`src/verilog/csr_demux_defines.svh`:
```
//~~~~~~~~~~~~~~~~~~~~~~~~~~~~~~~~~~~~~~~~~~~~~~~~~~~~~~~~~~~~~~~~~~~~
// CSR demux sizing. Strobe width must stay one bit per data byte and
// the retime depth may be 0, 1 or 2
//~~~~~~~~~~~~~~~~~~~~~~~~~~~~~~~~~~~~~~~~~~~~~~~~~~~~~~~~~~~~~~~~~~~~
`ifndef CSR_DEMUX_DEFINES_SVH
`define CSR_DEMUX_DEFINES_SVH

// Bus widths
`define CSR_ADDR_WIDTH 16
`define CSR_DATA_WIDTH 32
`define CSR_STRB_WIDTH (`CSR_DATA_WIDTH / 8)

// Number of downstream targets behind the demux
`define CSR_NUM_DOWNSTREAMS 3

// Register stages between decode and the downstream ports
`define CSR_RETIME_STAGES 1

`endif
```
`src/verilog/csr_demux_pkg.sv`:
```
//~~~~~~~~~~~~~~~~~~~~~~~~~~~~~~~~~~~~~~~~~~~~~~~~~~~~~~~~~~~~~~~~~~~~
// Request, response and target index types shared by the CSR demux
//~~~~~~~~~~~~~~~~~~~~~~~~~~~~~~~~~~~~~~~~~~~~~~~~~~~~~~~~~~~~~~~~~~~~
`default_nettype none

`include "csr_demux_defines.svh"

package csr_demux_pkg;

  // Request payload as seen by every downstream
  typedef struct packed {
    logic                        write;
    logic                        privileged;
    logic                        secure;
    logic [`CSR_ADDR_WIDTH-1:0]  addr;
    logic [`CSR_DATA_WIDTH-1:0]  wdata;
    logic [`CSR_STRB_WIDTH-1:0]  wstrb;
  } csr_req_t;

  // Response payload returned upstream
  typedef struct packed {
    logic [`CSR_DATA_WIDTH-1:0] rdata;
    logic                       decerr;
    logic                       slverr;
  } csr_resp_t;

  typedef logic [$clog2(`CSR_NUM_DOWNSTREAMS)-1:0] target_idx_t;

endpackage

`default_nettype wire

```
`src/verilog/csr_demux_if.sv`:
```
//~~~~~~~~~~~~~~~~~~~~~~~~~~~~~~~~~~~~~~~~~~~~~~~~~~~~~~~~~~~~~~~~~~~~
// Internal links of the CSR demux. Plain strobes without ready
//~~~~~~~~~~~~~~~~~~~~~~~~~~~~~~~~~~~~~~~~~~~~~~~~~~~~~~~~~~~~~~~~~~~~
`timescale 1ns/100ps
`default_nettype none

`include "csr_demux_defines.svh"

// Decoded request from the decode stage
interface csr_req_if;
  logic                      valid;
  logic                      abort;
  logic                      hit;
  csr_demux_pkg::target_idx_t target;
  csr_demux_pkg::csr_req_t    req;

  modport source (output valid, output abort, output hit, output target, output req);
  modport sink (input valid, input abort, input hit, input target, input req);

  // Response side only needs to spot misses
  modport monitor (input valid, input hit);
endinterface

// Per-downstream response strobes and payloads
interface csr_resp_if;
  logic [`CSR_NUM_DOWNSTREAMS-1:0]                      valid;
  logic [`CSR_NUM_DOWNSTREAMS-1:0][`CSR_DATA_WIDTH-1:0] rdata;
  logic [`CSR_NUM_DOWNSTREAMS-1:0]                      decerr;
  logic [`CSR_NUM_DOWNSTREAMS-1:0]                      slverr;

  modport sink (input valid, input rdata, input decerr, input slverr);
endinterface

`default_nettype wire

```
`src/verilog/csr_demux.sv`:
```
//~~~~~~~~~~~~~~~~~~~~~~~~~~~~~~~~~~~~~~~~~~~~~~~~~~~~~~~~~~~~~~~~~~~~
// CSR request demux top. One upstream request outstanding at a time
//~~~~~~~~~~~~~~~~~~~~~~~~~~~~~~~~~~~~~~~~~~~~~~~~~~~~~~~~~~~~~~~~~~~~
`timescale 1ns/100ps
`default_nettype none

`include "csr_demux_defines.svh"

module csr_demux (
  input  logic                                                 clk,
  input  logic                                                 rst,
  input  logic                                                 upstream_req_valid,
  input  logic                                                 upstream_req_write,
  input  logic [`CSR_ADDR_WIDTH-1:0]                           upstream_req_addr,
  input  logic [`CSR_DATA_WIDTH-1:0]                           upstream_req_wdata,
  input  logic [`CSR_STRB_WIDTH-1:0]                           upstream_req_wstrb,
  input  logic                                                 upstream_req_privileged,
  input  logic                                                 upstream_req_secure,
  input  logic                                                 upstream_req_abort,
  output logic                                                 upstream_resp_valid,
  output logic [`CSR_DATA_WIDTH-1:0]                           upstream_resp_rdata,
  output logic                                                 upstream_resp_decerr,
  output logic                                                 upstream_resp_slverr,
  // Inclusive window per downstream, held static
  input  logic [`CSR_NUM_DOWNSTREAMS-1:0][`CSR_ADDR_WIDTH-1:0] downstream_addr_base,
  input  logic [`CSR_NUM_DOWNSTREAMS-1:0][`CSR_ADDR_WIDTH-1:0] downstream_addr_limit,
  output logic [`CSR_NUM_DOWNSTREAMS-1:0]                      downstream_req_valid,
  output logic [`CSR_NUM_DOWNSTREAMS-1:0]                      downstream_req_write,
  output logic [`CSR_NUM_DOWNSTREAMS-1:0][`CSR_ADDR_WIDTH-1:0] downstream_req_addr,
  output logic [`CSR_NUM_DOWNSTREAMS-1:0][`CSR_DATA_WIDTH-1:0] downstream_req_wdata,
  output logic [`CSR_NUM_DOWNSTREAMS-1:0][`CSR_STRB_WIDTH-1:0] downstream_req_wstrb,
  output logic [`CSR_NUM_DOWNSTREAMS-1:0]                      downstream_req_privileged,
  output logic [`CSR_NUM_DOWNSTREAMS-1:0]                      downstream_req_secure,
  output logic [`CSR_NUM_DOWNSTREAMS-1:0]                      downstream_req_abort,
  input  logic [`CSR_NUM_DOWNSTREAMS-1:0]                      downstream_resp_valid,
  input  logic [`CSR_NUM_DOWNSTREAMS-1:0][`CSR_DATA_WIDTH-1:0] downstream_resp_rdata,
  input  logic [`CSR_NUM_DOWNSTREAMS-1:0]                      downstream_resp_decerr,
  input  logic [`CSR_NUM_DOWNSTREAMS-1:0]                      downstream_resp_slverr
);

  csr_demux_pkg::csr_req_t  up_req;
  csr_demux_pkg::csr_resp_t up_resp;
  csr_demux_pkg::csr_req_t  ds_req [`CSR_NUM_DOWNSTREAMS];

  csr_req_if  u_dec_if ();
  csr_resp_if u_resp_if ();

  assign up_req.write      = upstream_req_write;
  assign up_req.privileged = upstream_req_privileged;
  assign up_req.secure     = upstream_req_secure;
  assign up_req.addr       = upstream_req_addr;
  assign up_req.wdata      = upstream_req_wdata;
  assign up_req.wstrb      = upstream_req_wstrb;

  assign u_resp_if.valid  = downstream_resp_valid;
  assign u_resp_if.rdata  = downstream_resp_rdata;
  assign u_resp_if.decerr = downstream_resp_decerr;
  assign u_resp_if.slverr = downstream_resp_slverr;

  csr_req_decode u_decode (
    .clk        (clk),
    .rst        (rst),
    .req_valid  (upstream_req_valid),
    .req_abort  (upstream_req_abort),
    .req        (up_req),
    .addr_base  (downstream_addr_base),
    .addr_limit (downstream_addr_limit),
    .dec        (u_dec_if.source)
  );

  csr_req_route u_route (
    .clk          (clk),
    .rst          (rst),
    .dec          (u_dec_if.sink),
    .ds_req_valid (downstream_req_valid),
    .ds_req_abort (downstream_req_abort),
    .ds_req       (ds_req)
  );

  csr_resp_merge u_merge (
    .clk        (clk),
    .rst        (rst),
    .dec        (u_dec_if.monitor),
    .ds         (u_resp_if.sink),
    .resp_valid (upstream_resp_valid),
    .resp       (up_resp)
  );

  // Unpack the shared payload onto the per-downstream ports
  for (genvar i = 0; i < `CSR_NUM_DOWNSTREAMS; i++) begin : gen_ds
    assign downstream_req_write[i]      = ds_req[i].write;
    assign downstream_req_privileged[i] = ds_req[i].privileged;
    assign downstream_req_secure[i]     = ds_req[i].secure;
    assign downstream_req_addr[i]       = ds_req[i].addr;
    assign downstream_req_wdata[i]      = ds_req[i].wdata;
    assign downstream_req_wstrb[i]      = ds_req[i].wstrb;
  end

  assign upstream_resp_rdata  = up_resp.rdata;
  assign upstream_resp_decerr = up_resp.decerr;
  assign upstream_resp_slverr = up_resp.slverr;

endmodule

`default_nettype wire

```
`src/verilog/csr_resp_merge.sv`:
```
//~~~~~~~~~~~~~~~~~~~~~~~~~~~~~~~~~~~~~~~~~~~~~~~~~~~~~~~~~~~~~~~~~~~~
// Response merge. Assumes at most one candidate per cycle and gives
// the lowest downstream priority, the local miss last
//~~~~~~~~~~~~~~~~~~~~~~~~~~~~~~~~~~~~~~~~~~~~~~~~~~~~~~~~~~~~~~~~~~~~
`timescale 1ns/100ps
`default_nettype none

`include "csr_demux_defines.svh"

module csr_resp_merge (
  input  logic                     clk,
  input  logic                     rst,
  csr_req_if.monitor               dec,
  csr_resp_if.sink                 ds,
  output logic                     resp_valid,
  output csr_demux_pkg::csr_resp_t resp
);

  localparam int N = `CSR_NUM_DOWNSTREAMS;

  logic                     miss;
  logic [N:0]               cand;
  csr_demux_pkg::csr_resp_t sel_resp;

  // Decoded request that matched no window
  assign miss = dec.valid && !dec.hit;
  assign cand = {miss, ds.valid};

  always_comb begin
    sel_resp = '0;
    for (int i = N; i >= 0; i--) begin
      if (cand[i]) begin
        if (i == N) begin
          // Local decode error response
          sel_resp.rdata  = '0;
          sel_resp.decerr = 1'b1;
          sel_resp.slverr = 1'b0;
        end else begin
          sel_resp.rdata  = ds.rdata[i];
          sel_resp.decerr = ds.decerr[i];
          sel_resp.slverr = ds.slverr[i];
        end
      end
    end
  end

  always_ff @(posedge clk) begin
    if (rst) begin
      resp_valid <= 1'b0;
    end else begin
      resp_valid <= |cand;
    end
  end

  always_ff @(posedge clk) begin
    resp <= sel_resp;
  end

endmodule

`default_nettype wire

```
`src/verilog/csr_req_route.sv`:
```
//~~~~~~~~~~~~~~~~~~~~~~~~~~~~~~~~~~~~~~~~~~~~~~~~~~~~~~~~~~~~~~~~~~~~
// Retime and fan out of decoded requests. Misses are dropped here and
// abort goes to every downstream
//~~~~~~~~~~~~~~~~~~~~~~~~~~~~~~~~~~~~~~~~~~~~~~~~~~~~~~~~~~~~~~~~~~~~
`timescale 1ns/100ps
`default_nettype none

`include "csr_demux_defines.svh"

module csr_req_route (
  input  logic                            clk,
  input  logic                            rst,
  csr_req_if.sink                         dec,
  output logic [`CSR_NUM_DOWNSTREAMS-1:0] ds_req_valid,
  output logic [`CSR_NUM_DOWNSTREAMS-1:0] ds_req_abort,
  output csr_demux_pkg::csr_req_t         ds_req [`CSR_NUM_DOWNSTREAMS]
);

  localparam int N = `CSR_NUM_DOWNSTREAMS;
  localparam int S = `CSR_RETIME_STAGES;

  logic                       out_valid;
  logic                       out_abort;
  csr_demux_pkg::target_idx_t out_target;
  csr_demux_pkg::csr_req_t    out_req;

  if (S == 0) begin : gen_pass
    assign out_valid  = dec.valid && dec.hit;
    assign out_abort  = dec.abort;
    assign out_target = dec.target;
    assign out_req    = dec.req;
  end else begin : gen_retime
    logic                       valid_q  [S];
    logic                       abort_q  [S];
    csr_demux_pkg::target_idx_t target_q [S];
    csr_demux_pkg::csr_req_t    req_q    [S];

    // Only hits enter the pipe, so a miss never reaches a target
    always_ff @(posedge clk) begin
      if (rst) begin
        for (int i = 0; i < S; i++) begin
          valid_q[i] <= 1'b0;
          abort_q[i] <= 1'b0;
        end
      end else begin
        valid_q[0] <= dec.valid && dec.hit;
        abort_q[0] <= dec.abort;
        for (int i = 1; i < S; i++) begin
          valid_q[i] <= valid_q[i-1];
          abort_q[i] <= abort_q[i-1];
        end
      end
    end

    always_ff @(posedge clk) begin
      target_q[0] <= dec.target;
      req_q[0]    <= dec.req;
      for (int i = 1; i < S; i++) begin
        target_q[i] <= target_q[i-1];
        req_q[i]    <= req_q[i-1];
      end
    end

    assign out_valid  = valid_q[S-1];
    assign out_abort  = abort_q[S-1];
    assign out_target = target_q[S-1];
    assign out_req    = req_q[S-1];
  end

  // One-hot valid to the decoded target, shared payload for all
  always_comb begin
    for (int i = 0; i < N; i++) begin
      ds_req_valid[i] = out_valid && (out_target == csr_demux_pkg::target_idx_t'(i));
      ds_req_abort[i] = out_abort;
      ds_req[i]       = out_req;
    end
  end

endmodule

`default_nettype wire

```
`src/verilog/csr_req_decode.sv`:
```
//~~~~~~~~~~~~~~~~~~~~~~~~~~~~~~~~~~~~~~~~~~~~~~~~~~~~~~~~~~~~~~~~~~~~
// Address decode against static inclusive windows. Overlaps resolve
// to the lowest index and are not checked here
//~~~~~~~~~~~~~~~~~~~~~~~~~~~~~~~~~~~~~~~~~~~~~~~~~~~~~~~~~~~~~~~~~~~~
`timescale 1ns/100ps
`default_nettype none

`include "csr_demux_defines.svh"

module csr_req_decode (
  input  logic                                                 clk,
  input  logic                                                 rst,
  input  logic                                                 req_valid,
  input  logic                                                 req_abort,
  input  csr_demux_pkg::csr_req_t                              req,
  input  logic [`CSR_NUM_DOWNSTREAMS-1:0][`CSR_ADDR_WIDTH-1:0] addr_base,
  input  logic [`CSR_NUM_DOWNSTREAMS-1:0][`CSR_ADDR_WIDTH-1:0] addr_limit,
  csr_req_if.source                                            dec
);

  localparam int N = `CSR_NUM_DOWNSTREAMS;

  logic                       hit_d;
  csr_demux_pkg::target_idx_t target_d;

  // Walk downward so the lowest matching window wins
  always_comb begin
    hit_d    = 1'b0;
    target_d = '0;
    for (int i = N - 1; i >= 0; i--) begin
      if ((req.addr >= addr_base[i]) && (req.addr <= addr_limit[i])) begin
        hit_d    = 1'b1;
        target_d = csr_demux_pkg::target_idx_t'(i);
      end
    end
  end

  // Control strobes
  always_ff @(posedge clk) begin
    if (rst) begin
      dec.valid <= 1'b0;
      dec.abort <= 1'b0;
      dec.hit   <= 1'b0;
    end else begin
      dec.valid <= req_valid;
      dec.abort <= req_abort;
      dec.hit   <= hit_d;
    end
  end

  // Payload is qualified by dec.valid
  always_ff @(posedge clk) begin
    dec.target <= target_d;
    dec.req    <= req;
  end

endmodule

`default_nettype wire

```
`config.mk`:
```
export PLATFORM = sky130hd
export DESIGN_NAME = csr_demux
export DESIGN_NICKNAME = d
export VERILOG_FILES = /design/src/verilog/csr_demux_pkg.sv /design/src/verilog/csr_demux_if.sv /design/src/verilog/csr_demux.sv /design/src/verilog/csr_resp_merge.sv /design/src/verilog/csr_req_route.sv /design/src/verilog/csr_req_decode.sv
export VERILOG_INCLUDE_DIRS = /design/src /design/src/verilog
export SDC_FILE = /design/constraint.sdc
export NUM_CORES = 1
export LEC_CHECK = 0
export BUFFER_PORTS_ARGS = -buffer_cell sky130_fd_sc_hd__buf_2
export CAP_MARGIN = 20
export CORE_AREA = 5 5 180 182
export DETAILED_ROUTE_END_ITERATION = 8
export DIE_AREA = 0 0 185 187
export PLACE_DENSITY = 0.54
export SKIP_CTS_REPAIR_TIMING = 1
export SLEW_MARGIN = 0
export SYNTH_ARGS = -nofsm -noshare
export SYNTH_HDL_FRONTEND = slang
export SYNTH_SLANG_ARGS = --single-unit
```
`constraint.sdc`:
```
create_clock -name clk -period 3.3 [get_ports clk]
set_clock_uncertainty 0.15 [all_clocks]
set_input_delay 0.165 -clock clk [delete_from_list [all_inputs] [get_ports clk]]
set_output_delay 0.165 -clock clk [all_outputs]
set_load 0.02 [all_outputs]
```
# Word level (Yosys, flattened, before mapping)
# Memories as Yosys holds them, arrays and structs flattened.
# Cells that the tools add are included.
dict set report totals {
  reg_bits 95
  latch_bits 0
  ram_bits 59
  romBits 0
  in_bits 260
  word_cells 57
  memories 4
}
# name words width read_ports rd_clocked_by_memory_dff wr line_no
set memory_table {}
lappend memory_table {u_route.gen_retime.req_q 1 55 1 0 1 csr_req_route.sv:36} ;# csr_demux_pkg::csr_req_t req_q [S];
lappend memory_table {u_route.gen_retime.target_q 1 2 1 0 1 csr_req_route.sv:35} ;# csr_demux_pkg::target_idx_t target_q [S];
lappend memory_table {u_route.gen_retime.abort_q 1 1 1 0 1 csr_req_route.sv:34} ;# logic abort_q [S];
lappend memory_table {u_route.gen_retime.valid_q 1 1 1 0 1 csr_req_route.sv:33} ;# logic valid_q [S];
dict set report classes {
  add_sub_neg 0
  mul 0
  n_div 0
  magnitude_cmp 6
  n_eq_ne 2
  shifts 0
  muxes 16
  n_bitwise 0
  n_reduce_logical 14
}
# operator count
set op_table {}
lappend op_table {{two-way mux 34 bit} 3}
lappend op_table {{greater-or-equal comparator 16 bit} 3}
lappend op_table {{<= comparator 16 bit} 3}
lappend op_table {{two-way mux 1 bit} 11}
lappend op_table {{logical AND 1 bit} 8}
lappend op_table {{two-way mux 2 bit} 2}
lappend op_table {{OR reduction 4 bit} 1}
lappend op_table {{equality test 2 x 1 -> 1 bit (second input constant)} 1}
lappend op_table {{equality test 2 bit (second input constant)} 1}
lappend op_table {{zero test 2 bit} 1}
lappend op_table {{OR reduction 1 bit} 2}
lappend op_table {{OR reduction 2 bit} 1}
lappend op_table {{zero test 1 bit} 1}

# Depth between registers and ports, before layout
dict set report depth {
  ltp_word 6
  depth_mapped 9
}

# Modules after synthesis
# Synthesis repeated with hierarchy kept, for this count alone.
dict set report hier_totals {
  hier_cells 764
  hier_area_um2 7327.0
}
# mod instances cells_each area_per_inst_um2 seq_area_each_um2
set by_module_without_submodules {}
lappend by_module_without_submodules {csr_req_decode 1 393 3613.5 1201.2}
lappend by_module_without_submodules {csr_req_route 1 177 2074.5 1181.1}
lappend by_module_without_submodules {csr_resp_merge 1 194 1639.1 700.7}

# Worst setup path before layout
# Ideal clock, no wire load.
dict set report synth_path {
  kind {input-to-reg}
  start {in upstream_req_addr[0]}
  end {reg u_decode.dec.hit}
  t_arrival_ns 1.437
  required_ns 3.019
  setup_slack_ns 1.581
  cell_stages 9
  n_path_buf 0
  path_cell_list {inv_1 > ha_1 > nand2b_1 > a21o_1 > a21o_1 > a21oi_1 > nor3_1 > o211ai_1 > a31oi_1}
}
dict set report synth_between {
  elab_chain_len 5
}
# element line_no
set synth_lines {}
lappend synth_lines {{start: declaration} csr_demux.sv:14} ;# input logic [`CSR_ADDR_WIDTH-1:0] upstream_req_addr,
lappend synth_lines {{greater-or-equal comparator 16 bit or <= comparator 16 bit (tied branches)} csr_req_decode.sv:31} ;# if ((req.addr >= addr_base[i]) && (req.addr <= addr_limit[i])) begin
lappend synth_lines {{logical AND 1 bit} csr_req_decode.sv:31}
lappend synth_lines {{two-way mux 1 bit (2 in a row)} csr_req_decode.sv:31}
lappend synth_lines {{two-way mux 1 bit (*)} csr_req_decode.sv:31}
lappend synth_lines {{end signal: assignment} csr_req_decode.sv:47} ;# dec.hit <= hit_d;
lappend synth_lines {{end: declaration} csr_demux_if.sv:17} ;# modport source (output valid, output abort, output hit, output target, output req);
# Every way passes the cells marked *; elsewhere a longest branch is shown, timed or not.
# A chain may end at the register's enable or synchronous reset.

# Final worst setup path
# Ends and elaborated chain as after synthesis.

==> flow_metrics.tcl <==
set metrics [dict create \
    rsz0062_at_grt "no" \
    finalCriticalPeriod_ns 2.290 \
    antenna_found_initial 14 \
    path_max_fanout 6 \
    via_count 6722 \
    regToRegEndpoint "u_merge.resp[1]$_DFF_P_" \
    drv_cap 0 \
    seq_area_frac_synth 0.4379 \
    synth_warnings 0 \
    slew_viol_final 0 \
    crit_path_end_kind "register" \
    overflow 0 \
    worstPathArrival_ns 2.44 \
    synth-edff-count 0 \
    p_leak_nw 5.769 \
    regToRegSetupSlack_ns 1.53 \
    io_pins 466 \
    num_rows 64 \
    ys_ff_latch 154 \
    finalHoldViolCount 0 \
    run_status "complete, no violations" \
    core-area_mm2 0.03043 \
    grt_usage 0.1413 \
    nFillCells 3148 \
    drive_above_1_share 0.4104 \
    grt_pass1_vias 6113 \
    cts_root_buffer "clkbuf_16" \
    clk_latency_ns 0.42 \
    internal_power_mw 3.679 \
    yosys.area.top_type "dfxtp_1" \
    synth_top_area_share 0.4379 \
    grt_first_pass_wirelength_mm 36.61 \
    start_util 0.2314 \
    r2r_cells 7 \
    syn_area_mm2 0.007041 \
    ys_dominant_reg_cell "dfxtp_1" \
    grt_max_degree 70 \
    setup_tns_ns 0 \
    synthTopCellsByCount "154 x dfxtp_1, 113 x buf_4, 96 x ha_1" \
    fin_cells 1636 \
    netlist_instances 732 \
    cts_tree "built" \
    clk_pin_slew_ns 0.07 \
    vdd_drop_max_uv 293.5 \
    wl_per_cell_um 16.66 \
    dr.pass1.iters 4 \
    post_dp_cell_area_mm2 0.008971 \
    cts_sinks 154 \
    async_reset_ff_frac 0 \
    syn_to_final_growth_pct 55.34 \
    dp.cells 1466 \
    clockBufferDepth 2 \
    hold_ws_ns 0.01752 \
    combPwrFrac 0.200 \
    synth_area_leaders "dfxtp_1 44%, ha_1 17%, buf_4 12%, inv_1 5.0%, a22oi_1 3.4%" \
    fin_nets 1576 \
    drc 0 \
    dieArea_mm2 0.03460 \
    r2r_start "u_decode.dec.hit$_SDFF_PP0_" \
    drtAntennaViolNets 0 \
    die_width_um 185 \
    die-height_um 187 \
    synth_fp_nets 1088 \
    hold_depth 3 \
    hold_class "input port to register" \
    wl_mm 27.26 \
    drt_iter0_drc 259 \
    pwr-share-seq 0.393 \
    min_to "u_merge.resp[24]$_DFF_P_" \
    tightest_slew_ns 0.4758 \
    clockPowerShare 0.407 \
    syn_avg_cell_area_um2 9.618 \
    cts_buffers 17 \
    relSlewSlack 0.6799 \
    ys_types 35 \
    htreeDepth 4 \
    hp-start "downstream_resp_rdata[86]" \
    stdcell_area_mm2 0.01094 \
    max_freq_mhz 436.6 \
    p_sw_mw 1.489 \
    crit_required_ns 3.45 \
    port_buffers 465 \
    setup_viol 0 \
    critPathLaunchType "input port" \
    hpwl_mm 22.36 \
    worstSetupPathType "input port to register" \
    place.gp.congestion 0.8559 \
    fin_crit_sh 0.6941 \
    powerDensity_mw_per_mm2 472.5 \
    post_drt_via_cell_ratio 4.109 \
    yosysMostFrequentCell "dfxtp_1" \
    switching_share 0.2881 \
]
[layout by cell type (no fill, tap or decap), types with 11 or more instances in the layout]
| master | count |
|---|---|
| o21ai_0 | 41 |
| ha_1 | 96 |
| buf_2 | 465 |
| dfxtp_1 | 154 |
| a21oi_1 | 35 |
| inv_1 | 94 |
| clkbuf_16 | 17 |
| nand2_1 | 52 |
| nor2b_1 | 11 |
| nand4_1 | 15 |
| a22oi_1 | 32 |
| dlygate4sd3_1 | 130 |
| nor2_1 | 17 |
[per-stage QoR]
stage | worst slack (ns) | utilization | power (mW)
after floorplan | 1.581 | - | 2.626
after global placement | 1.077 | 0.2948 | 2.953
after detailed placement | 1.069 | 0.2948 | 2.965
after CTS | 1.520 | 0.3154 | 5.099
after global routing | 0.8557 | 0.3594 | 5.430
final | 1.010 | 0.3594 | 5.168
[per-layer routing]
layer | global-route usage | vias up | wire (µm)
met3 | 0.03462 | 38 | 1948
met5 | 0 | - | 62
met1 | 0.1642 | 3038 | 10780
li1 | - | 3343 | -
met2 | 0.2495 | 295 | 13880
met4 | 0.05223 | 8 | 577
[power groups by stage]
stage                     registers (mW)  clock network (mW)  logic [mW]
final                               2.03                2.10        1.03
after global routing                2.05                2.26        1.13
after CTS                           2.03                2.17       0.893
after detailed placement            2.08                   0       0.888
after global placement              2.07                   0       0.881
after floorplan                     2.15                   0       0.475
[area by class of cell]
cell class | count | area [µm²] | share of cell area
diodes | 7 | 17.52 | 0.001602
clock buffers | 18 | 429.2 | 0.03924
clock inverters | 14 | 197.7 | 0.01808
inverters | 94 | 352.8 | 0.03226
multi-input cells | 355 | 2698 | 0.2467
flip-flops and latches | 154 | 3083 | 0.2819
well taps | 396 | 495.5 | 0.04530
repair buffers | 598 | 3664 | 0.3350
[cell families (layout without fill, tap and decap cells)]
family | count (synthesis) | after routing | share of synthesized area
AO/OA/AOI/OAI | 142 | 142 | 0.1294
other | 0 | 7 | 0
adder cells (fa/ha/maj) | 96 | 96 | 0.1706
buffers and inverters | 223 | 724 | 0.1793
AND/OR/NAND/NOR | 117 | 117 | 0.08281
flip-flops | 154 | 154 | 0.4379
[state kept, by name (all words and copies together) (netlist names), 2 cells and up]
register,count
u_decode.dec.req,55
u_decode.dec.target,2
u_merge.resp,34
u_route.gen_retime.req_q,55
u_route.gen_retime.target_q,2
[worst max path at each step]
stage,cells past startpoint,to,startpoint
2_1_floorplan,9,u_decode.dec.hit$_SDFF_PP0_,upstream_req_addr[0]
3_3_place_gp,9,u_decode.dec.hit$_SDFF_PP0_,upstream_req_addr[0]
3_5_place_dp,9,u_decode.dec.hit$_SDFF_PP0_,upstream_req_addr[0]
4_1_cts,10,u_decode.dec.target[1]$_SDFF_PP0_,upstream_req_addr[0]
5_1_grt,11,u_decode.dec.target[1]$_SDFF_PP0_,upstream_req_addr[0]
6_report,10,u_decode.dec.hit$_SDFF_PP0_,upstream_req_addr[0]
[worst max-delay path, cell delays in order]
cell and delay, ns:
dlygate4sd3_1 0.53, buf_2 0.12, inv_1 0.20, ha_1 0.28, nor2_1 0.09, a21oi_1 0.07, o31ai_1 0.38, a2111oi_2 0.14
o32ai_2 0.34, a31oi_1 0.12
No activity file was read; power rests on OpenSTA's default activity.
